## config.mk

```make
export PLATFORM = sky130hd
export DESIGN_NAME = r5p_gpr
export DESIGN_NICKNAME = d
export VERILOG_FILES = /design/src/r5p_gpr.sv
export SDC_FILE = /design/constraint.sdc
export NUM_CORES = 2
export LEC_CHECK = 0
export CAP_MARGIN = 10
export CORE_MARGIN = 5
export CORE_UTILIZATION = 35
export CTS_BUF_LIST = sky130_fd_sc_hd__clkbuf_8
export CTS_CLUSTER_DIAMETER = 40
export DETAILED_ROUTE_END_ITERATION = 10
export DONT_BUFFER_PORTS = 1
export GPL_TIMING_DRIVEN = 0
export PLACE_DENSITY = 0.55
export SETUP_SLACK_MARGIN = 0.4
export SLEW_MARGIN = 30
export SYNTH_ARGS = -nofsm -noshare
export SYNTH_HDL_FRONTEND = slang
export SYNTH_SLANG_ARGS = --single-unit
```

## constraint.sdc

```tcl
create_clock -name clk -period 34.7 [get_ports clk]
set_clock_uncertainty 0.1 [all_clocks]
set_input_delay 6.94 -clock clk [delete_from_list [all_inputs] [get_ports clk]]
set_output_delay 6.94 -clock clk [all_outputs]
set_load 0.02 [all_outputs]
```

## src/r5p_gpr.sv

```systemverilog
////////////////////
// 32 entry register file, asynchronous read
// x0 has no storage and always reads zero
////////////////////
`timescale 1ns/10ps
`default_nettype none

module r5p_gpr #(
  int unsigned XLEN = 32  // register width
)(
  input  logic            clk,
  input  logic            rst,
  input  logic [4:0]      rs1,  // read index 1
  input  logic [4:0]      rs2,  // read index 2
  output logic [XLEN-1:0] rd1,  // read data 1
  output logic [XLEN-1:0] rd2,  // read data 2
  input  logic            wen,  // write enable
  input  logic [4:0]      adr,  // write index
  input  logic [XLEN-1:0] dat   // write data
);

  logic [XLEN-1:0] gpr [1:31];  // x1 to x31

  always_ff @(posedge clk, posedge rst) begin
    if (rst) begin
      for (int r = 1; r < 32; r++) begin
        gpr[r] <= '0;
      end
    end else if (wen && (adr != 5'd0)) begin
      gpr[adr] <= dat;
    end
  end

  // Zero index never reaches the array
  assign rd1 = (rs1 == 5'd0) ? '0 : gpr[rs1];
  assign rd2 = (rs2 == 5'd0) ? '0 : gpr[rs2];

endmodule

`default_nettype wire

```

======== Word level (Yosys, flattened, before mapping) ========
Index checks and enable logic that the tools add are counted.
word-level totals
  output and inout port bits .............. 64
  logic and storage cells ................. 54
  flip-flop bits (word level) ............. 992
  bits of input ports ..................... 50
cells by class
  reductions and logical operators ........ 5
  multiplexer cells ....................... 11
  $lt $le $gt $ge ......................... 4
  bitwise operators ....................... 3
operators with widths
  cell                count
  $bwmux 992          1
  $bmux 32 s5         2
  $mux 32             7
  $demux 32 s5        1
  $ge 6x6->1 const B  3
  $not 5->6           3
  $logic_not 5->1     2
  $lt 6x1->1 const B  1
  $reduce_bool 5->1   1
  $logic_and 1x1->1   2

======== Logic depth before layout (Yosys ltp) ========
  word-level depth ........................ 6
  mapped depth ............................ 10
  gate-level depth less buffers ........... 5

======== Least setup slack after synthesis ========
OpenSTA, ideal clock, no wires.
  path type ............................... input port to output port
  from .................................... input rs2[0]
  to ...................................... output rd2[0]
  buffers on the path ..................... 3
  data arrival time ....................... 8.614 ns
  required time ........................... 27.660 ns
  path slack .............................. 19.046 ns
  cell stages on the path ................. 8
  cell sequence ........................... buf_4 buf_2 buf_4 mux4_2 nand2_1 nand2_1 o211ai_1 o21ai_0
on the way
  cells in the longest elaborated chain, start to end .. 5
  elaborated cells on any way between the ends .. 6
  classes of those cells .................. mux (4); bitwise (1); reduce/logical (1)
ends and longest elaborated chain
  what                                         line  source
  start: declaration                           14    input logic [4:0] rs2,
  $not 5->6 (implied by the code)              36    assign rd2 = (rs2 == 5'd0) ? '0 : gpr[rs2];
  $bmux 32 s5                                  36
  $mux 32 (implied by the code) (2 in series)  36
  $mux 32 *                                    36
  end: declaration                             16    output logic [XLEN-1:0] rd2,
Every way passes the cells marked *; elsewhere a longest branch is shown, timed or not. The select of a mux whose other input is x is not followed.

======== Final worst setup path ========
  from .................................... input rs1[1]
  to ...................................... output rd1[24]
on the way
  cells in the longest elaborated chain, start to end .. 5
  elaborated cells on any way between the ends .. 6
  classes of those cells .................. mux (4); bitwise (1); reduce/logical (1)
ends and longest elaborated chain
  what                                         line  source
  start: declaration                           13    input logic [4:0] rs1,
  $not 5->6 (implied by the code)              35    assign rd1 = (rs1 == 5'd0) ? '0 : gpr[rs1];
  $bmux 32 s5                                  35
  $mux 32 (implied by the code) (2 in series)  35
  $mux 32 *                                    35
  end: declaration                             15    output logic [XLEN-1:0] rd1,
Marks and branches as above.

==> flow_summary.json <==
{
  "final_hold_viol_count": 0,
  "synth.distinct_cells": 48,
  "overflow": 0,
  "grt_pass1_vias": 38570,
  "synth_edf_count": 0,
  "mostFrequentLayoutCells": "1072 x mux2_2, 992 x dfrtp_1, 399 x mux4_2",
  "num_rows": 143,
  "top_register": "gpr",
  "seq_area_frac_synth": 0.4644,
  "grt_max_degree": 31,
  "grt_pass1_wl_mm": 320.8,
  "synthArstFlopShare": 1.000,
  "hold_ws_ns": 0.4205,
  "yosys_register_bits": 992,
  "worstPathCellList": "buf_2 -> buf_4 -> buf_4 -> buf_2 -> buf_2 -> mux2i_1 -> o32a_1 -> o221ai_1",
  "drtPass1Iterations": 6,
  "port_buffers": 0,
  "synth_top_family_by_area": "multiplexers",
  "synth-simple-area-share": 0.03607,
  "synth.avg_cell_area_um2": 14.19,
  "drc": 0,
  "clock_latency_ns": 0.91,
  "syn_area_um2": 53460,
  "outcome": "finished clean",
  "tritoncts": "yes",
  "fp.dieW_um": 400.8,
  "cts_root_buffer": "clkbuf_8",
  "setup_viol": 0,
  "period_minus_slack_ns": 17.84,
  "numCtsBuffers": 178,
  "largest_reg_flops": 992,
  "synth_compound_area_frac": 0.03951,
  "postRouteAntennaNets": 0,
  "synthCells": 3766,
  "syn2layout_area_growth_pct": 14.00,
  "hold_path.class": "flop to flop",
  "synthAdderAreaFrac": 0,
  "rsz0062_at_grt": "false",
  "period_share": 0.5141,
  "critPathBufInv": 5,
  "yosysTopAreaCell": "dfrtp_1",
  "critPathSlowestCell": "mux2i_1",
  "grt_usage": 0.2845,
  "clk_pin_slew_worst_paths_ns": 0.06,
  "cp.depth": 8,
  "wl_mm": 232.7,
  "syn_nets": 3816,
  "fp.dieArea_um2": 160600,
  "num_vias": 38450,
  "critical_path.top_delay_family": "buffers and inverters",
  "cts_max_level": 4,
  "drt_iter0_markers": 4805,
  "slew_headroom": 0.2554,
  "critical_path_class": "input port to output pin",
  "viasPerCell": 6.224,
  "worst_r2r_path_depth": 1,
  "final.setup.tns_ns": 0,
  "ys_warn_count": 0,
  "cts.sinks": 992,
  "yosys.area.top_type_share": 0.4644,
  "core_area_um2": 151900,
  "whs_path_depth": 1,
  "drive_gt1_frac": 0.4790,
  "routedWlPerCell_um": 37.67,
  "crit_path_frequent_cell": "buf_2",
  "top_regs": "gpr (992)",
  "leakage_uw": 0.02630,
  "synth_ff_type": "dfrtp_1",
  "holdBufCountCts": 0,
  "timing.fmax_mhz": 56.05,
  "io_pins": 114,
  "ctsResizeCount": 0,
  "place.gp.congestion": 0.9759,
  "powerDensity_nw_per_um2": 58.86,
  "cts_setup_buffers": 0,
  "start_util": 0.3519,
  "end_kind": "output pin",
  "peakVddDrop_v": 0.00003265,
  "antenna_found_initial": 21,
  "die_h_um": 400.8,
  "synthMuxAreaShare": 0.4255,
  "cp-start-kind": "input port",
  "critical-path-max-stage-delay_ns": 0.82,
  "cp_max_fo": 10,
  "synth.area.top_cells": "dfrtp_1 46%, mux2_2 23%, mux4_2 17%, mux2i_1 2.7%, clkbuf_1 1.4%",
  "slew_viol_final": 0,
  "hpwl_mm": 172.4,
  "cp.arrival_ns": 10.80,
  "required_ns": 27.66,
  "layout_commonest_cell": "mux2_2",
  "cts_max_path_buffers": 3,
  "tightest_slew_ns": 1.117,
  "maxCapViolCount": 0,
  "synth-xor-area-share": 0,
  "fin_nets": 4049
}
[cell type report]
class	count	area, um^2
fill	14390	90960
multi-input combinational	2368	26810
sequential	992	24820
clock buffer	219	3014
tap	2030	2540
buffer	398	1867
timing repair buffer	53	1119
clock inverter	96	695.7
antenna	14	35.03
inverter	8	33.78
[metrics by stage]
step	total power [uW]	utilization	worst slack (ns)	area (um^2)	instances
floorplan	2089	-	13.99	53460	3766
global placement	2362	0.3687	7.407	56000	5796
detailed placement	2394	0.3763	17.05	57160	5846
CTS	3565	0.4007	17.04	60870	6161
global route	3710	0.4010	16.88	60910	6166
finish	3587	0.4012	16.86	60940	6178
[final timing paths]
path / startpoint / to / slack [ns]
hold reg to reg: gpr[178]$_DFFE_PP0P_ / gpr[178]$_DFFE_PP0P_ / 0.42
setup reg to reg: gpr[892]$_DFFE_PP0P_ / gpr[892]$_DFFE_PP0P_ / 33.76
hold / removal: gpr[178]$_DFFE_PP0P_ / gpr[178]$_DFFE_PP0P_ / 0.42
max in group asynchronous: rst / gpr[173]$_DFFE_PP0P_ / 26.64
setup / recovery: rs1[1] / rd1[24] / 16.86
min in group asynchronous: rst / gpr[802]$_DFFE_PP0P_ / 5.76
[synthesized netlist by cell type (all sizes together), types with 43 or more instances]
library cell,n
nor2,67
clkbuf,195
mux2,1072
nor2b,57
buf,203
a21oi,115
nand3,43
nand2,193
mux2i,145
dfrtp,992
a221oi,54
mux4,408
[report_power, final]
part           internal, uW  switching (uW)
clock                   637             541
sequential             1380             175
combinational           426             424
total                  2450            1140
[layer usage]
layer	global-route usage	wire, um	share of wire
met5	0	39	0.00017
met4	0.1695	16250	0.070
met3	0.1059	26520	0.11
met2	0.4085	98720	0.42
met1	0.3668	91170	0.39
[cells by family (layout without fill, tap and decap cells)]
| family | count (synthesis) | after routing |
|---|---|---|
| mux | 1625 | 1625 |
| flops | 992 | 992 |
| simple gates | 425 | 425 |
| buf+inv | 406 | 774 |
| compound gates | 318 | 318 |
| other cells | 0 | 14 |
No activity file was read; power rests on OpenSTA's default activity.
