==> src/r5p_pkg.sv <==
////////////////////
// RV32I opcodes, funct3 codes and instruction format views
// Only the opcodes that the execute subsystem handles are listed
////////////////////
`default_nettype none

package r5p_pkg;

  // Major opcodes, insn[6:0]
  localparam logic [6:0] OP     = 7'b0110011;
  localparam logic [6:0] OP_IMM = 7'b0010011;
  localparam logic [6:0] LUI    = 7'b0110111;
  localparam logic [6:0] AUIPC  = 7'b0010111;
  localparam logic [6:0] JAL    = 7'b1101111;
  localparam logic [6:0] JALR   = 7'b1100111;
  localparam logic [6:0] LOAD   = 7'b0000011;
  localparam logic [6:0] STORE  = 7'b0100011;
  localparam logic [6:0] BRANCH = 7'b1100011;  // retires without write

  // ALU funct3
  localparam logic [2:0] ADD_SUB = 3'b000;
  localparam logic [2:0] SLL     = 3'b001;
  localparam logic [2:0] SLT     = 3'b010;
  localparam logic [2:0] SLTU    = 3'b011;
  localparam logic [2:0] XOR     = 3'b100;
  localparam logic [2:0] SRL_SRA = 3'b101;
  localparam logic [2:0] OR      = 3'b110;
  localparam logic [2:0] AND     = 3'b111;

  // Memory access size funct3
  localparam logic [2:0] B  = 3'b000;
  localparam logic [2:0] H  = 3'b001;
  localparam logic [2:0] W  = 3'b010;
  localparam logic [2:0] BU = 3'b100;
  localparam logic [2:0] HU = 3'b101;

  ////////////////////
  // Format views
  ////////////////////
  typedef struct packed {
    logic [6:0] funct7; logic [4:0] rs2; logic [4:0] rs1;
    logic [2:0] funct3; logic [4:0] rd;  logic [6:0] opcode;
  } insn_r_t;
  typedef struct packed {
    logic [11:0] imm_11_0; logic [4:0] rs1; logic [2:0] funct3;
    logic [4:0]  rd;       logic [6:0] opcode;
  } insn_i_t;
  typedef struct packed {
    logic [6:0] imm_11_5; logic [4:0] rs2; logic [4:0] rs1;
    logic [2:0] funct3;   logic [4:0] imm_4_0; logic [6:0] opcode;
  } insn_s_t;
  typedef struct packed {
    logic [19:0] imm_31_12; logic [4:0] rd; logic [6:0] opcode;
  } insn_u_t;
  typedef struct packed {
    logic imm_20; logic [9:0] imm_10_1; logic imm_11;
    logic [7:0] imm_19_12; logic [4:0] rd; logic [6:0] opcode;
  } insn_j_t;

  // One word, five readings
  typedef union packed {
    insn_r_t r;
    insn_i_t i;
    insn_s_t s;
    insn_u_t u;
    insn_j_t j;
  } insn_t;

endpackage

`default_nettype wire

==> src/r5p_wbu.sv <==
////////////////////
// Write-back unit, one register stage
// Load data bypasses the stage since the LSU already registered it
////////////////////
`timescale 1ns/10ps
`default_nettype none

module r5p_wbu
  import r5p_pkg::*;
#(
  int unsigned XLEN = 32  // register width
)(
  input  logic            clk,
  input  logic            rst,
  input  logic [6:0]      opc,  // opcode in execute
  input  logic            we,   // rd write enable
  input  logic [4:0]      rd,   // destination
  input  logic [XLEN-1:0] alu,  // ALU result
  input  logic [XLEN-1:0] lsu,  // aligned load data
  input  logic [XLEN-1:0] pcs,  // link address
  input  logic [XLEN-1:0] lui,  // upper immediate
  output logic            wen,  // GPR write enable
  output logic [4:0]      adr,  // GPR write index
  output logic [XLEN-1:0] dat   // GPR write data
);

  logic [6:0]      sel;  // registered opcode
  logic [XLEN-1:0] tmp;  // pre-selected result

  // Destination and select
  always_ff @(posedge clk, posedge rst) begin
    if (rst) begin
      wen <= 1'b0;
      adr <= 5'd0;
      sel <= OP_IMM;
    end else begin
      wen <= we;
      adr <= rd;
      sel <= opc;
    end
  end

  ////////////////////
  // Pre-multiplexer
  ////////////////////
  always_ff @(posedge clk) begin
    case (opc)
      OP, OP_IMM, AUIPC: tmp <= alu;
      JAL, JALR:         tmp <= pcs;  // link
      LUI:               tmp <= lui;
      default:           tmp <= alu;  // loads take the bypass
    endcase
  end

  // Final select
  assign dat = (sel == LOAD) ? lsu : tmp;

endmodule

`default_nettype wire

==> config.mk <==
export PLATFORM = sky130hd
export DESIGN_NAME = r5p_wbu
export DESIGN_NICKNAME = d
export VERILOG_FILES = /design/src/r5p_pkg.sv /design/src/r5p_wbu.sv
export SDC_FILE = /design/constraint.sdc
export NUM_CORES = 1
export LEC_CHECK = 0
export BUFFER_PORTS_ARGS = -buffer_cell sky130_fd_sc_hd__buf_2
export CAP_MARGIN = 15
export CORE_MARGIN = 4
export CORE_UTILIZATION = 40
export CTS_CLUSTER_DIAMETER = 150
export CTS_CLUSTER_SIZE = 24
export DETAILED_ROUTE_END_ITERATION = 7
export MAX_ROUTING_LAYER = met4
export PLACE_DENSITY = 0.92
export RECOVER_POWER = 25
export SLEW_MARGIN = 5
export SYNTH_ARGS = -nofsm -noshare
export SYNTH_HDL_FRONTEND = slang
export SYNTH_SLANG_ARGS = --single-unit
==> constraint.sdc <==
create_clock -name clk -period 3.3 [get_ports clk]
set_input_delay 0.33 -clock clk [delete_from_list [all_inputs] [get_ports clk]]
set_output_delay 0.33 -clock clk [all_outputs]
set_load 0.01 [all_outputs]
==> After elaboration in Yosys (flattened, before gate mapping) <==
Index checks and enable logic that the tools add are counted.
{ "classes": {"n_reduce_logical": 1, "mux": 2, "n_eq_ne": 4} }
{ "op_table": {"columns": ["operator", "count"], "rows": [
  ["$pmux 32 s2", 1],
  ["$mux 32", 1],
  ["$eq 7x7->1 const B", 2],
  ["$eq 7x2->1 const B", 1],
  ["$eq 7x6->1 const B", 1],
  ["$reduce_or 2->1", 1]
]} }
{ "word_totals": {"register_bits": 45, "output_inout_bits": 38, "inputBits": 143, "elab_cells": 11} }

==> Depth between registers and ports, before layout <==
{ "depth": {"word_depth": 3, "ltp_mapped": 5, "ltp_nobuf": 3} }

==> Worst setup path before layout <==
No wires, ideal clock.
{ "synth_timing": {"path_kind": "register -> output", "from": "register sel[2]", "to": "output port dat[5]", "t_arrival_ns": 1.704, "stages_incl_launch_ff": 5, "required_time_ns": 2.970, "slack_ns": 1.266, "n_path_buf": 1, "path_cell_list": "dfrtp_1 -> or4_4 -> nor3_4 -> buf_6 -> mux2_1"} }
{ "synth_between": {"elab_chain_cells": 2} }
{ "synth_lines": {"columns": ["element", "line_no", "text"], "rows": [
  ["start, declared", "r5p_wbu.sv:27", "logic [6:0] sel;"],
  ["start signal, assigned", "r5p_wbu.sv:39", "sel <= opc;"],
  ["$eq 7x2->1", "r5p_wbu.sv:56", "assign dat = (sel == LOAD) ? lsu : tmp;"],
  ["$mux 32", "r5p_wbu.sv:56", null],
  ["end, declared", "r5p_wbu.sv:24", "output logic [XLEN-1:0] dat"]
]} }
Every way passes these cells.

==> Final worst setup path <==
{ "layout_timing": {"from": "register sel[2]", "to": "output port dat[29]"} }
Same word-level chain as after synthesis.

==> summary.md <==
| Metric | Value |
|---|---|
| Synth warn | `0` |
| Vias in the first global route | `2141` |
| Share of flip-flops with an asynchronous set or reset | `28.9%` |
| Setup repair after global routing missed its margin | `no` |
| Compound-Gate Fraction of Synth Area | `26.5%` |
| Fin Setup TNS | `0 ns` |
| Die Area | `6180 um^2` |
| P&R area growth vs syn | `51.7%` |
| Global-route wire length before repair | `9.85 mm` |
| CP endpoint kind | `output pin` |
| Syn avg cell area | `12.1 um^2` |
| Routed vias | `~2100` |
| Via/cell ratio | `5.10` |
| Minimum clock period | `2.52 ns` |
| Post-CTS setup buffer count | `0` |
| Hold WS | `roughly 0.028 ns` |
| Cell taking the most area after synthesis | `dfxtp_1` |
| Post-Synth XOR/XNOR Area | `0%` |
| Clock Tree Buf Depth | `2` |
| Top_reg_cell synth | `dfxtp_1` |
| Number of DRC markers in iteration 0 | `49` |
| DIE HEIGHT | `78.6 um` |
| Post-DP HPWL | `5.16 mm` |
| Total GRT Usage | `roughly a fifth` |
| PostCTS Resize Cnt | `0` |
| Antenna-violating nets left | `0` |
| Slew HR | `55.8%` |
| Sequential area share after synthesis | `48.6%` |
| Post-synth top area share | `32.1%` |
| Gr ovfl total | `0` |
| Drt pass-1 iters | `4` |
| CP arrival | `roughly 2.2 ns` |
| Placer's final routability congestion estimate | `0.796` |
| Port Buffers | `180` |
| Area share of and/or/nand/nor cells after synthesis | `2.57%` |
| Area contributors post-synth | `dfxtp_1 (32%), mux2_2 (17%), o2bb2ai_1 (14%)` |
| Share of post-route cells with drive strength above 1 | `approximately 65%` |
| Total wire length | `6.62 mm` |
| Maxcap violations | `0` |
| Setup violators final | `0` |
| Hold Crit Class | `primary input to async pin` |
| DRC | `0` |
| Starting Density | `41.7%` |
| WL/cell | `16.1 um` |
| Crit path max-delay family | `simple AND/OR/NAND/NOR gates` |
| Ports | `181` |
| Rows | `25` |
| Synth cell types | `17` |
| Max stage delay on crit path | `0.54 ns` |
| CP Launch Type | `register` |
| Core ar. | `4790 um^2` |
| CTS tree | `done` |
| Largest net degree at the start of global routing | `34` |
| Fmax | `396 MHz` |
| Num CTS Buffers | `5` |
| Period utilization | `76.5%` |
| Main combinational cell family by area after synthesis | `compound AO/OA/AOI/OAI gates` |
| Register clock-pin slew on the reported worst setup and hold paths | `0.08 ns` |
| Synthesized-area fraction occupied by adder cells | `0%` |
| #FFs+latches synth | `45` |
| Status | `completed` |
| Post-layout nets | `485` |
| Slew @ Worst Pin | `0.663 ns` |
| # hold bufs at CTS | `0` |
| Final core utilization | `63.3%` |
| Synth Instances | `165` |
| Post-synthesis mux area share | `between 10% and 20%` |
| Final hold violation count | `0` |
| Synth top cells by count | `a22oi_1 (32), dfxtp_1 (32), o2bb2ai_1 (32)` |
| Pins Over Slew Limit | `0` |
| Clock Sinks | `45` |
| EDFF count, synth | `0` |
| Static Leak | `1.44 nW` |
| Critical path class | `register to output pin` |
| Crit-path cells | `or4_4 -> nor3_4 -> buf_4 -> mux2_2 -> buf_2` |
| FILL cells | `406` |
| Slowest CP cell | `or4_4` |
| Width of the die | `78.6 um` |
| H-tree depth | `2` |
| Antenna cells | `0` |
| VDD IR max | `~210 uV` |
| Root Buffer | `clkbuf_8` |
| Area of the mapped netlist | `2000 um^2` |
| CP Max Fanout | `19` |
| Pwr dens | `372 nW/um^2` |
| CP bufs+invs | `2` |
| CP required | `2.97 ns` |
| Initial antenna violation count | `0` |
| Syn nets | `308` |
[cells by family after synthesis]
| kind of cell | Yosys count |
|---|---|
| simple gates | 6 |
| compound gates | 65 |
| buf+inv | 17 |
| mux | 32 |
| flops | 45 |
[how the worst max path moves through the flow]
stage            from  depth (start not counted)       to  slack [ns]
3_5_place_dp   sel[2]                          5  dat[29]        1.09
2_1_floorplan  sel[2]                          4   dat[5]        1.27
5_1_grt        sel[2]                          5  dat[27]        0.69
4_1_cts        sel[2]                          5  dat[29]        0.76
6_report       sel[2]                          5  dat[29]        0.78
3_3_place_gp   sel[2]                          5  dat[29]        1.15
[report_power, final]
group / switching (mW) / total (mW) / leakage, nW / internal, mW
registers: 0.00969 / 0.589 / 0.418 / 0.579
clock network: 0.175 / 0.322 / 0.0450 / 0.147
logic: 0.0918 / 0.216 / 0.975 / 0.124
total: 0.276 / 1.13 / 1.44 / 0.850
[area by class of cell]
type,instances,area (um^2),share of cell area (%)
sequential,45,970,32.0
tap,67,83.8,2.77
timing repair buffer,186,937,31.0
clock buffer,6,72.6,2.40
multi-input combinational,103,951,31.4
clock inverter,2,10.0,0.331
inverter,1,3.75,0.124
[cells in the final DEF, fill, tap and decap left out]
master | synthesis | routed
o21bai_2 | 0 | 1
clkinv_2 | 0 | 2
buf_4 | 0 | 6
or4_4 | 1 | 1
clkbuf_8 | 0 | 5
o2bb2ai_1 | 32 | 32
nor3_4 | 1 | 1
buf_2 | 0 | 173
clkbuf_1 | 13 | 7
a22oi_1 | 32 | 32
dfstp_2 | 3 | 3
mux2_1 | 2 | 2
mux2_2 | 30 | 30
inv_1 | 1 | 1
nor3b_2 | 0 | 1
dfxtp_1 | 32 | 32
dfrtp_1 | 10 | 10
nand2_1 | 1 | 1
nand4_1 | 1 | 1
buf_1 | 0 | 1
nor2b_2 | 0 | 1
[layer usage]
metal	GRT usage (%)	wire length [um]	vias to the layer above
met5	-	0	-
met4	6.29	102	0
met3	4.47	446	9
met2	40.6	3720	97
met1	20.8	2350	979
li1	-	-	1006
[through the flow]
step / total power, mW / instances / cell area (um^2) / setup slack, ns
6_report: 1.13 / 410 / 3030 / 0.776
4_1_cts: 1.14 / 410 / 3040 / 0.757
5_1_grt: 1.18 / 410 / 3030 / 0.686
3_3_place_gp: 0.809 / 402 / 2950 / 1.15
3_5_place_dp: 0.818 / 402 / 2950 / 1.09
2_1_floorplan: 0.690 / 165 / 2000 / 1.27
[sequential cells by signal, summed over array words and instances (netlist names)]
name  cells
wen       1
sel       7
adr       5
tmp      32
Note: power is estimated with default switching activity, not from simulation.
