`config.mk`:
```
export PLATFORM = sky130hd
export DESIGN_NAME = r5p_idu
export DESIGN_NICKNAME = d
export VERILOG_FILES = /design/src/r5p_pkg.sv /design/src/r5p_idu.sv
export SDC_FILE = /design/constraint.sdc
export NUM_CORES = 1
export LEC_CHECK = 0
export ABC_CLOCK_PERIOD_IN_PS = 1400
export CELL_PAD_IN_SITES_DETAIL_PLACEMENT = 1
export CELL_PAD_IN_SITES_GLOBAL_PLACEMENT = 1
export CORE_MARGIN = 2
export CORE_UTILIZATION = 41
export DETAILED_ROUTE_END_ITERATION = 10
export DONT_BUFFER_PORTS = 1
export PLACE_DENSITY_LB_ADDON = 0.15
export REMOVE_ABC_BUFFERS = 1
export SYNTH_ARGS = -nofsm -noshare
export SYNTH_HDL_FRONTEND = slang
export SYNTH_SLANG_ARGS = --single-unit
```
`constraint.sdc`:
```
create_clock -name vclk -period 1.4
set_input_delay 0.07 -clock vclk [all_inputs]
set_output_delay 0.07 -clock vclk [all_outputs]
set_load 0.02 [all_outputs]
```
`src/r5p_pkg.sv`:
```
////////////////////
// RV32I opcodes, funct3 codes and instruction format views
// Only the opcodes that the execute subsystem handles are listed
////////////////////
`default_nettype none

package r5p_pkg;

  // Major opcodes, insn[6:0]
  localparam logic [6:0] OP     = 7'b0110011;
  localparam logic [6:0] OP_IMM = 7'b0010011;
  localparam logic [6:0] LUI    = 7'b0110111;
  localparam logic [6:0] AUIPC  = 7'b0010111;
  localparam logic [6:0] JAL    = 7'b1101111;
  localparam logic [6:0] JALR   = 7'b1100111;
  localparam logic [6:0] LOAD   = 7'b0000011;
  localparam logic [6:0] STORE  = 7'b0100011;
  localparam logic [6:0] BRANCH = 7'b1100011;  // retires without write

  // ALU funct3
  localparam logic [2:0] ADD_SUB = 3'b000;
  localparam logic [2:0] SLL     = 3'b001;
  localparam logic [2:0] SLT     = 3'b010;
  localparam logic [2:0] SLTU    = 3'b011;
  localparam logic [2:0] XOR     = 3'b100;
  localparam logic [2:0] SRL_SRA = 3'b101;
  localparam logic [2:0] OR      = 3'b110;
  localparam logic [2:0] AND     = 3'b111;

  // Memory access size funct3
  localparam logic [2:0] B  = 3'b000;
  localparam logic [2:0] H  = 3'b001;
  localparam logic [2:0] W  = 3'b010;
  localparam logic [2:0] BU = 3'b100;
  localparam logic [2:0] HU = 3'b101;

  ////////////////////
  // Format views
  ////////////////////
  typedef struct packed {
    logic [6:0] funct7; logic [4:0] rs2; logic [4:0] rs1;
    logic [2:0] funct3; logic [4:0] rd;  logic [6:0] opcode;
  } insn_r_t;
  typedef struct packed {
    logic [11:0] imm_11_0; logic [4:0] rs1; logic [2:0] funct3;
    logic [4:0]  rd;       logic [6:0] opcode;
  } insn_i_t;
  typedef struct packed {
    logic [6:0] imm_11_5; logic [4:0] rs2; logic [4:0] rs1;
    logic [2:0] funct3;   logic [4:0] imm_4_0; logic [6:0] opcode;
  } insn_s_t;
  typedef struct packed {
    logic [19:0] imm_31_12; logic [4:0] rd; logic [6:0] opcode;
  } insn_u_t;
  typedef struct packed {
    logic imm_20; logic [9:0] imm_10_1; logic imm_11;
    logic [7:0] imm_19_12; logic [4:0] rd; logic [6:0] opcode;
  } insn_j_t;

  // One word, five readings
  typedef union packed {
    insn_r_t r;
    insn_i_t i;
    insn_s_t s;
    insn_u_t u;
    insn_j_t j;
  } insn_t;

endpackage

`default_nettype wire

```
`src/r5p_idu.sv`:
```
////////////////////
// Instruction decoder, purely combinational
// Immediates are sign extended to XLEN, no illegal opcode detection
////////////////////
`timescale 1ns/10ps
`default_nettype none

module r5p_idu
  import r5p_pkg::*;
#(
  int unsigned XLEN = 32  // register width
)(
  input  insn_t            insn,  // instruction word
  output logic [6:0]       opc,   // major opcode
  output logic [2:0]       fn3,   // funct3
  output logic             alt,   // funct7 bit 5, SUB/SRA
  output logic [4:0]       rs1,   // source register 1
  output logic [4:0]       rs2,   // source register 2
  output logic [4:0]       rd,    // destination register
  output logic             we,    // rd write enable
  output logic [XLEN-1:0]  imm,   // operand immediate
  output logic [XLEN-1:0]  lui    // upper immediate
);

  logic we_op;  // opcode writes rd

  // Fields common to all formats
  assign opc = insn.r.opcode;
  assign fn3 = insn.r.funct3;
  assign alt = insn.r.funct7[5];
  assign rs1 = insn.r.rs1;
  assign rs2 = insn.r.rs2;
  assign rd  = insn.r.rd;

  // U immediate, low 12 bits zero
  assign lui = XLEN'($signed({insn.u.imm_31_12, 12'h000}));

  ////////////////////
  // Immediate select
  ////////////////////
  always_comb begin
    case (insn.r.opcode)
      OP_IMM,
      JALR,
      LOAD:    imm = XLEN'($signed(insn.i.imm_11_0));  // I format
      STORE:   imm = XLEN'($signed({insn.s.imm_11_5, insn.s.imm_4_0}));
      JAL: begin
        // J format, bit 0 implied zero
        imm = XLEN'($signed({insn.j.imm_20, insn.j.imm_19_12,
                             insn.j.imm_11, insn.j.imm_10_1, 1'b0}));
      end
      AUIPC,
      LUI:     imm = lui;  // added to PC by the ALU
      default: imm = '0;
    endcase
  end

  // Opcodes with a destination register
  always_comb begin
    case (insn.r.opcode)
      OP, OP_IMM, LUI, AUIPC,
      JAL, JALR, LOAD: we_op = 1'b1;
      BRANCH,
      STORE:           we_op = 1'b0;  // no rd field
      default:         we_op = 1'b0;
    endcase
  end

  // Writes to x0 dropped here
  assign we = we_op & (insn.r.rd != 5'd0);

endmodule

`default_nettype wire

```
# ---- Word level (Yosys, flattened, before mapping)
# Index checks and enable logic that the tools add are counted.
dict set report totals {
  register_bits 0
  input_bits 32
  output_inout_bits 91
  elab_cells 15
}
dict set report op_classes {
  n_eq_ne 8
  n_mux 2
  n_bitwise 1
  reduce_logical 4
}
# op n
set op_table {}
lappend op_table {{$pmux W32 S4} 1}
lappend op_table {{$eq A7 B6 Y1 const B} 3}
lappend op_table {{$eq A7 B5 Y1 const B} 2}
lappend op_table {{$eq A7 B7 Y1 const B} 2}
lappend op_table {{$eq A7 B2 Y1 const B} 1}
lappend op_table {{$reduce_or A7 Y1} 1}
lappend op_table {{$reduce_bool A5 Y1} 1}
lappend op_table {{$reduce_or A3 Y1} 1}
lappend op_table {{$reduce_or A2 Y1} 1}
lappend op_table {{$and A1 B1 Y1} 1}
lappend op_table {{$mux W1} 1}

# ---- Depth between registers and ports, before layout
# Gate-level depths: netlist of the first run.
dict set report logic_depth {
  word_depth 4
  mapped_depth 5
  ltp_nobuf 4
}

# ---- Worst setup path before layout of the first run
# No wires, ideal clock.
dict set report synth_timing {
  path_kind {input -> output}
  from {in insn[3] (netlist bit)}
  to {out imm[12]}
  t_arrival_ps 1259
  required_time_ps 1330
  slack_ps 71
  cell_stages 4
  path_buffers 0
  path_cell_list {nand3b_1 -> nor3_1 -> a21oi_1 -> o21ai_0}
}
dict set report synth_between {
  elab_chain_cells 3
  word_cells_on_any_way 10
  cone_classes {eq/ne (7); mux (1); reduce/logical (2)}
}
# item line
set synth_lines {}
lappend synth_lines {{start: declaration} r5p_idu.sv:13} ;# input insn_t insn,
lappend synth_lines {{$eq A7 B5 Y1, or another cell as far along} r5p_idu.sv:42} ;# case (insn.r.opcode)
lappend synth_lines {{$reduce_or A3 Y1 or $reduce_or A2 Y1 (tied branches)} r5p_idu.sv:42}
lappend synth_lines {{$pmux W32 S4 *} r5p_idu.sv:42}
lappend synth_lines {{end: declaration} r5p_idu.sv:21} ;# output logic [XLEN-1:0] imm,
# Every way passes the cells marked *; elsewhere a longest branch is shown, timed or not.

# ---- Worst setup path in the final report of the first run
dict set report layout_timing {
  from {in insn[6] (netlist bit)}
  to {out imm[20]}
}
# Same word-level chain as after synthesis.

==> results of run 1 <==
-- logic make-up (layout without fill, tap and decap cells) --
logic type,Yosys count,after routing,synth area share
AO/OA/AOI/OAI,31,31,0.269
XOR/XNOR,1,1,0.00955
buffers and inverters,68,21,0.538
other,1,12,0.00409
AND/OR/NAND/NOR,28,29,0.180
-- metal layers --
metal	track usage	vias up	routed length (microns)
li1	-	296	-
met3	0.0234	2	216
met4	0.00439	0	4
met1	0.137	298	740
met2	0.258	60	1020
met5	0	-	0
-- final timing paths --
| path | startpoint | end | slack [ns] | cells past startpoint |
|---|---|---|---|---|
| worst max-delay path | insn[6] | imm[20] | 0.15 | 4 |
| worst min-delay path | insn[9] | rd[2] | 0.14 | 0 |
-- final cells by class --
cell class                      count  area [sq um]  share of cell area
Inverter                            8          30.0              0.0470
Timing Repair Buffer               13          97.6               0.153
Multi-Input combinational cell     73           477               0.746
Tap cell                           28          35.0              0.0548
-- through the flow --
step	cell area (sq um)	hold slack, ns
after global routing	639	0.140
final	639	0.140
after CTS	628	0.140
after detailed placement	628	0.140
after global placement	628	0.140
after floorplan	495	0.140
-- power groups by stage --
stage	registers (mW)	logic (mW)	clock network, mW
6_report	0	0.118	0
3_5_place_dp	0	0.114	0
4_1_cts	0	0.114	0
3_3_place_gp	0	0.114	0
5_1_grt	0	0.128	0
2_1_floorplan	0	0.0955	0
-- placed cells by master, fill, tap and decap left out --
cell type / n
nand2_1: 5
o31a_1: 1
nand3b_1: 1
nand3_1: 2
a311oi_1: 1
inv_1: 8
nand4b_1: 1
and2_4: 1
a21oi_1: 3
a22o_1: 4
o21ai_0: 8
nor3_1: 1
nor3_2: 1
or3_4: 1
conb_1: 12
buf_4: 13
or3_2: 1
nand2b_1: 2
a21o_2: 11
nor2_1: 5
and2_2: 6
o22ai_1: 1
nand4_1: 2
a32o_1: 1
xnor2_1: 1
a221oi_4: 1
==> results summary, run 1 <==
The area used by sequential logic in the layout is 0 sq um. The total vias in the final route came out at 656. The number of remaining DRC errors came out at 0.

STA classifies the critical path startpoint as an input port. buf_4 takes more of the synthesized area than any other cell. The overall fraction of global-route tracks in use is 0.125. The number of sequential storage elements is 0.

The number of antenna violations at the first check in global routing came out at 0. The overall power is 0.118 mW. The number of distinct library cell variants in the gate-level netlist after synthesis came out at 27. The cell area after technology mapping is 917 sq um. The internal power of the cells totals 0.0349 mW. The iteration count of the initial detailed-routing pass is 4. The count of pins over their slew limit came out at 0. The effective utilization at floorplan came out at 0.423.

The total number of placement rows came out at 17. In this run the worst hold path is classified as in -> out. In the final routed layout, each cell accounts on average for 16.3 microns. The commonest cells after synthesis are buf_4 (58), a21o_2 (11), inv_1 (8), o21ai_0 (8), and2_2 (6). The power share of the sequential group came out at 0. The number of buffers and inverters on the critical path is 0. The number of instances in the synthesized netlist is 129.

The final cycle utilization of the critical path is 0.892. The final-report hold violation count is 0. The cell family contributing the most delay on the critical path is simple AND/OR/NAND/NOR gates. The post-placement setup slack came out at 0.0529 ns. The total area inside the core boundary comes to 0.00217 sq mm. In this run the remaining antenna-violating nets after routing total 0. The largest net degree at the start of global routing is 12.

The number of vias per cell is 5.38. Sorting the synthesized cells by area gives the leading types as buf_4 (47%), a21o_2 (11%), and2_2 (4.9%), o21ai_0 (4.4%), a22o_1 (3.8%). The first-iteration detailed-routing DRC count is 4. Once the clock tree was built, the resizer swapped 0 gates to a different size. The count of fill cells added during filler insertion is 301. The net switching component of the power is 0.0827 mW.

At the end of the flow, the number of nets in the layout was 128. The synthesized area per cell came out at 7.11 sq um. The total negative slack for setup checks came out at 0 ns. The number of setup violations in the final report is 0. The number of placed I/O pins is 123. The stage delay of the slowest cell on the critical path is 0.37 ns. The Yosys step of the flow raised 0 warnings. Counting I/O delays and the setup requirement, the final critical path takes 1.25 ns.

The global-route wire length before repair is 2.68 mm. The final core utilization is 0.295. The number of setup buffers added after CTS is 0. Compared with the post-synthesis result, the final layout area differs by -30.3%. The fraction of post-synthesis cell area in the top cell type by area is 0.475. The highest clock frequency the design can meet came out at 801 MHz. Data on the critical path is required at its endpoint by 1.33 ns.

The power per unit of standard cell area is 184 mW/mm^2. The critical path endpoint category is an output port. The sequential area share after synthesis is 0. The switching part of the total came out at 0.704. The number of placed instances, taps included came out at 121.

The count of cells in the finished layout, fillers not included, comes to 122. The cts-stage hold buffer count is 0. Setup slack on the critical path of the routed design comes to 0.152 ns.

Setup repair after global routing left no endpoint under its margin. buf_4 is the most common cell in the netlist. The final estimated routing congestion in global placement came out at 0.745.

Across the VDD grid, the largest voltage drop is 0.0833 mV. The run finished with clean final reports. The HPWL after detailed placement is 1.66 mm. The count of clock buffers in the final design is 0. The die outline height came out at 51.3 microns. The number of max-capacitance violations reported came out at 0. The total leakage power came out at 0.364 nW. The data arrival time of the critical path is 1.18 ns. After detailed routing, the total wire length is 1.98 mm. The maximum net fanout on the critical path came out at 11. The via count of the first global-routing pass is 581. The count of buffers added on input and output ports is 0. The horizontal die dimension came out at 51.3 microns. The combinational fraction of design power came out at 1.000. The category of the most critical setup path is in -> out. The area enclosed by the die boundary came out at 0.00263 sq mm. The largest individual stage delay along the critical path comes from the cell or3_4. The total overflow left after global routing is 0.

The antenna diode count is 0. Of the total power, the clock network draws 0. The critical path goes through or3_4, a221oi_4, and2_4, a21o_2.

The share of layout cells above drive strength 1 is 0.372.
Note: power is estimated with default switching activity, not from simulation.
==> run 2, diff against run 1 <==
--- a/config.mk
+++ b/config.mk
@@ -13,4 +13,5 @@
 export DETAILED_ROUTE_END_ITERATION = 10
 export DONT_BUFFER_PORTS = 1
+export MAX_ROUTING_LAYER = met4
 export PLACE_DENSITY_LB_ADDON = 0.15
 export REMOVE_ABC_BUFFERS = 1
==> constraint.sdc (replaced) <==
create_clock -name vclk -period 1.4
set_input_delay 0.28 -clock vclk [all_inputs]
set_output_delay 0.28 -clock vclk [all_outputs]
set_load 0.02 [all_outputs]
==> results summary, run 2 (synthesis gave the netlist of run 1 again) <==
The run finished, with violations left. The final reports fail on setup timing. For this run, the top clock speed supported by timing is 621 MHz.

The final-report hold violation count was 0. The number of max-capacitance violations reported is 0. The endpoint required time on the critical path came out at 1.12 ns. The data arrival time of the critical path is 1.33 ns. The final cycle utilization of the critical path is 1.15.

In this run the horizontal extent of the chip is 51.3 microns. The final worst slack is -0.211 ns. The total vias in the final route came out at 692.

The number of buffer cells added on primary ports is 0. The antenna violation net count after detailed routing came out at 0. The mean routed wirelength per cell came out at 16.7 microns. During I/O placement, the number of pins put on the boundary was 123. In the layout the commonest cells are buf_6 (14), conb_1 (12), buf_4 (9). STA classifies the critical path startpoint as an input port. The largest net degree at the start of global routing is 11. The power per unit of standard cell area is 160 mW/mm^2. The effective utilization at floorplan came out at 0.423.

The worst-case vdd ir drop came out at 0.0952 mV. The share of layout cells above drive strength 1 came out at 0.657. In this run the worst hold path is classified as in -> out.

The maximum net fanout on the critical path came out at 8. The cts-stage hold buffer count came out at 0. The number of antenna violations at the first check in global routing came out at 0.

The area enclosed by the die boundary came out at 0.00263 sq mm. The overall power came out at 0.157 mW. STA classifies the critical path endpoint as an output port. The placeable core region is 0.00217 sq mm. The net count of the finished layout is 139. The library cell used most frequently in the layout, excluding fill and tap cells, is buf_6. The die outline height is 51.3 microns. The first detailed-routing pass took 2 iterations. The number of placed instances, taps included came out at 129. The total number of placement rows is 17. The layout has 0 clock buffers.

After global routing the overflow that remains totals 0. The total leakage power came out at 0.504 nW. The number of setup violations in the final report is 33. The global-route wire length before repair is 3.22 mm. The detailed placement HPWL came out at 1.75 mm. The number of cells in the finished layout apart from fillers came out at 133. The overall fraction of global-route tracks in use came out at 0.156. The worst setup path is of the in -> out kind. The synthesis-to-layout area growth is 7.09%. The number of sequential storage elements is 0.

The minimum period implied by the final worst setup slack is 1.61 ns. Setup repair after global routing could not meet its margin everywhere. The final wirelength came out at 2.22 mm.

The number of vias per cell is 5.20. The first-iteration detailed-routing DRC count came out at 2. The area used by sequential logic in the layout is 0 sq um. The count of pins over their slew limit came out at 0. Once layout is complete, the utilization of the core stands at 0.453. For this run, design rule violations remaining after detail routing come to 0.

The total negative slack for setup checks came out at -4.85 ns. The final estimated routing congestion in global placement came out at 0.812. The antenna diode count is 0. The via count of the first global-routing pass came out at 670.
==> run 2: changes by cell type in the layout (fill, tap and decap cells not counted), moves of 2 or more <==
cell	change
a21oi_1	-2
a21o_2	-7
a22o_4	+4
o21ai_2	+7
buf_6	+14
buf_4	-4
nor2_4	+3
nor2_1	-3
a22o_1	-4
a21o_4	+7
o21ai_0	-8
==> run 2: metrics by stage <==
stage	instance area [sq um]	setup WS (ns)	hold slack, ns
2_1_floorplan	495	-0.892	0.560
3_3_place_gp	701	-0.275	0.560
3_5_place_dp	701	-0.268	0.560
4_1_cts	903	-0.220	0.560
5_1_grt	982	-0.260	0.560
6_report	982	-0.211	0.560
==> run 2: where the power goes <==
part,internal [mW],switching [mW]
registers,0,0
logic,0.0584,0.0984
clock network,0,0
total,0.0584,0.0984
==> run 2: area by class of cell <==
class | instances | area (sq um)
fill | 270 | 1190
multi-input combinational | 73 | 672
timing repair buffer | 24 | 245
tap | 28 | 35.0
inverter | 8 | 30.0
==> run 2: final timing paths <==
kind	from	endpoint	slack [ns]	depth (start not counted)
hold / removal	insn[16]	lui[16]	0.56	0
setup / recovery	insn[2]	imm[21]	-0.21	4
==> run 2: critical path, cell delays in order <==
cell	delay, ns
or3_4	0.38
a221oi_4	0.27
and2_4	0.24
a21o_2	0.16
==> run 2: metal layers <==
| metal | global-route usage | wire [microns] | vias up | share of wire |
|---|---|---|---|---|
| li1 | - | - | 315 | - |
| met4 | 0.0132 | 0 | 0 | 0 |
| met5 | - | 0 | - | 0 |
| met3 | 0.0117 | 205 | 0 | 0.092 |
| met1 | 0.176 | 753 | 314 | 0.34 |
| met2 | 0.310 | 1260 | 63 | 0.57 |
==> run 2: what timing repair did <==
action / 4_1_cts / 5_1_grt
cloned: 2 / 0
setup buffers: 1 / 1
resized for setup: 45 / 17
pin swaps: 13 / 9
endpoints found under the setup margin: 33 / 33
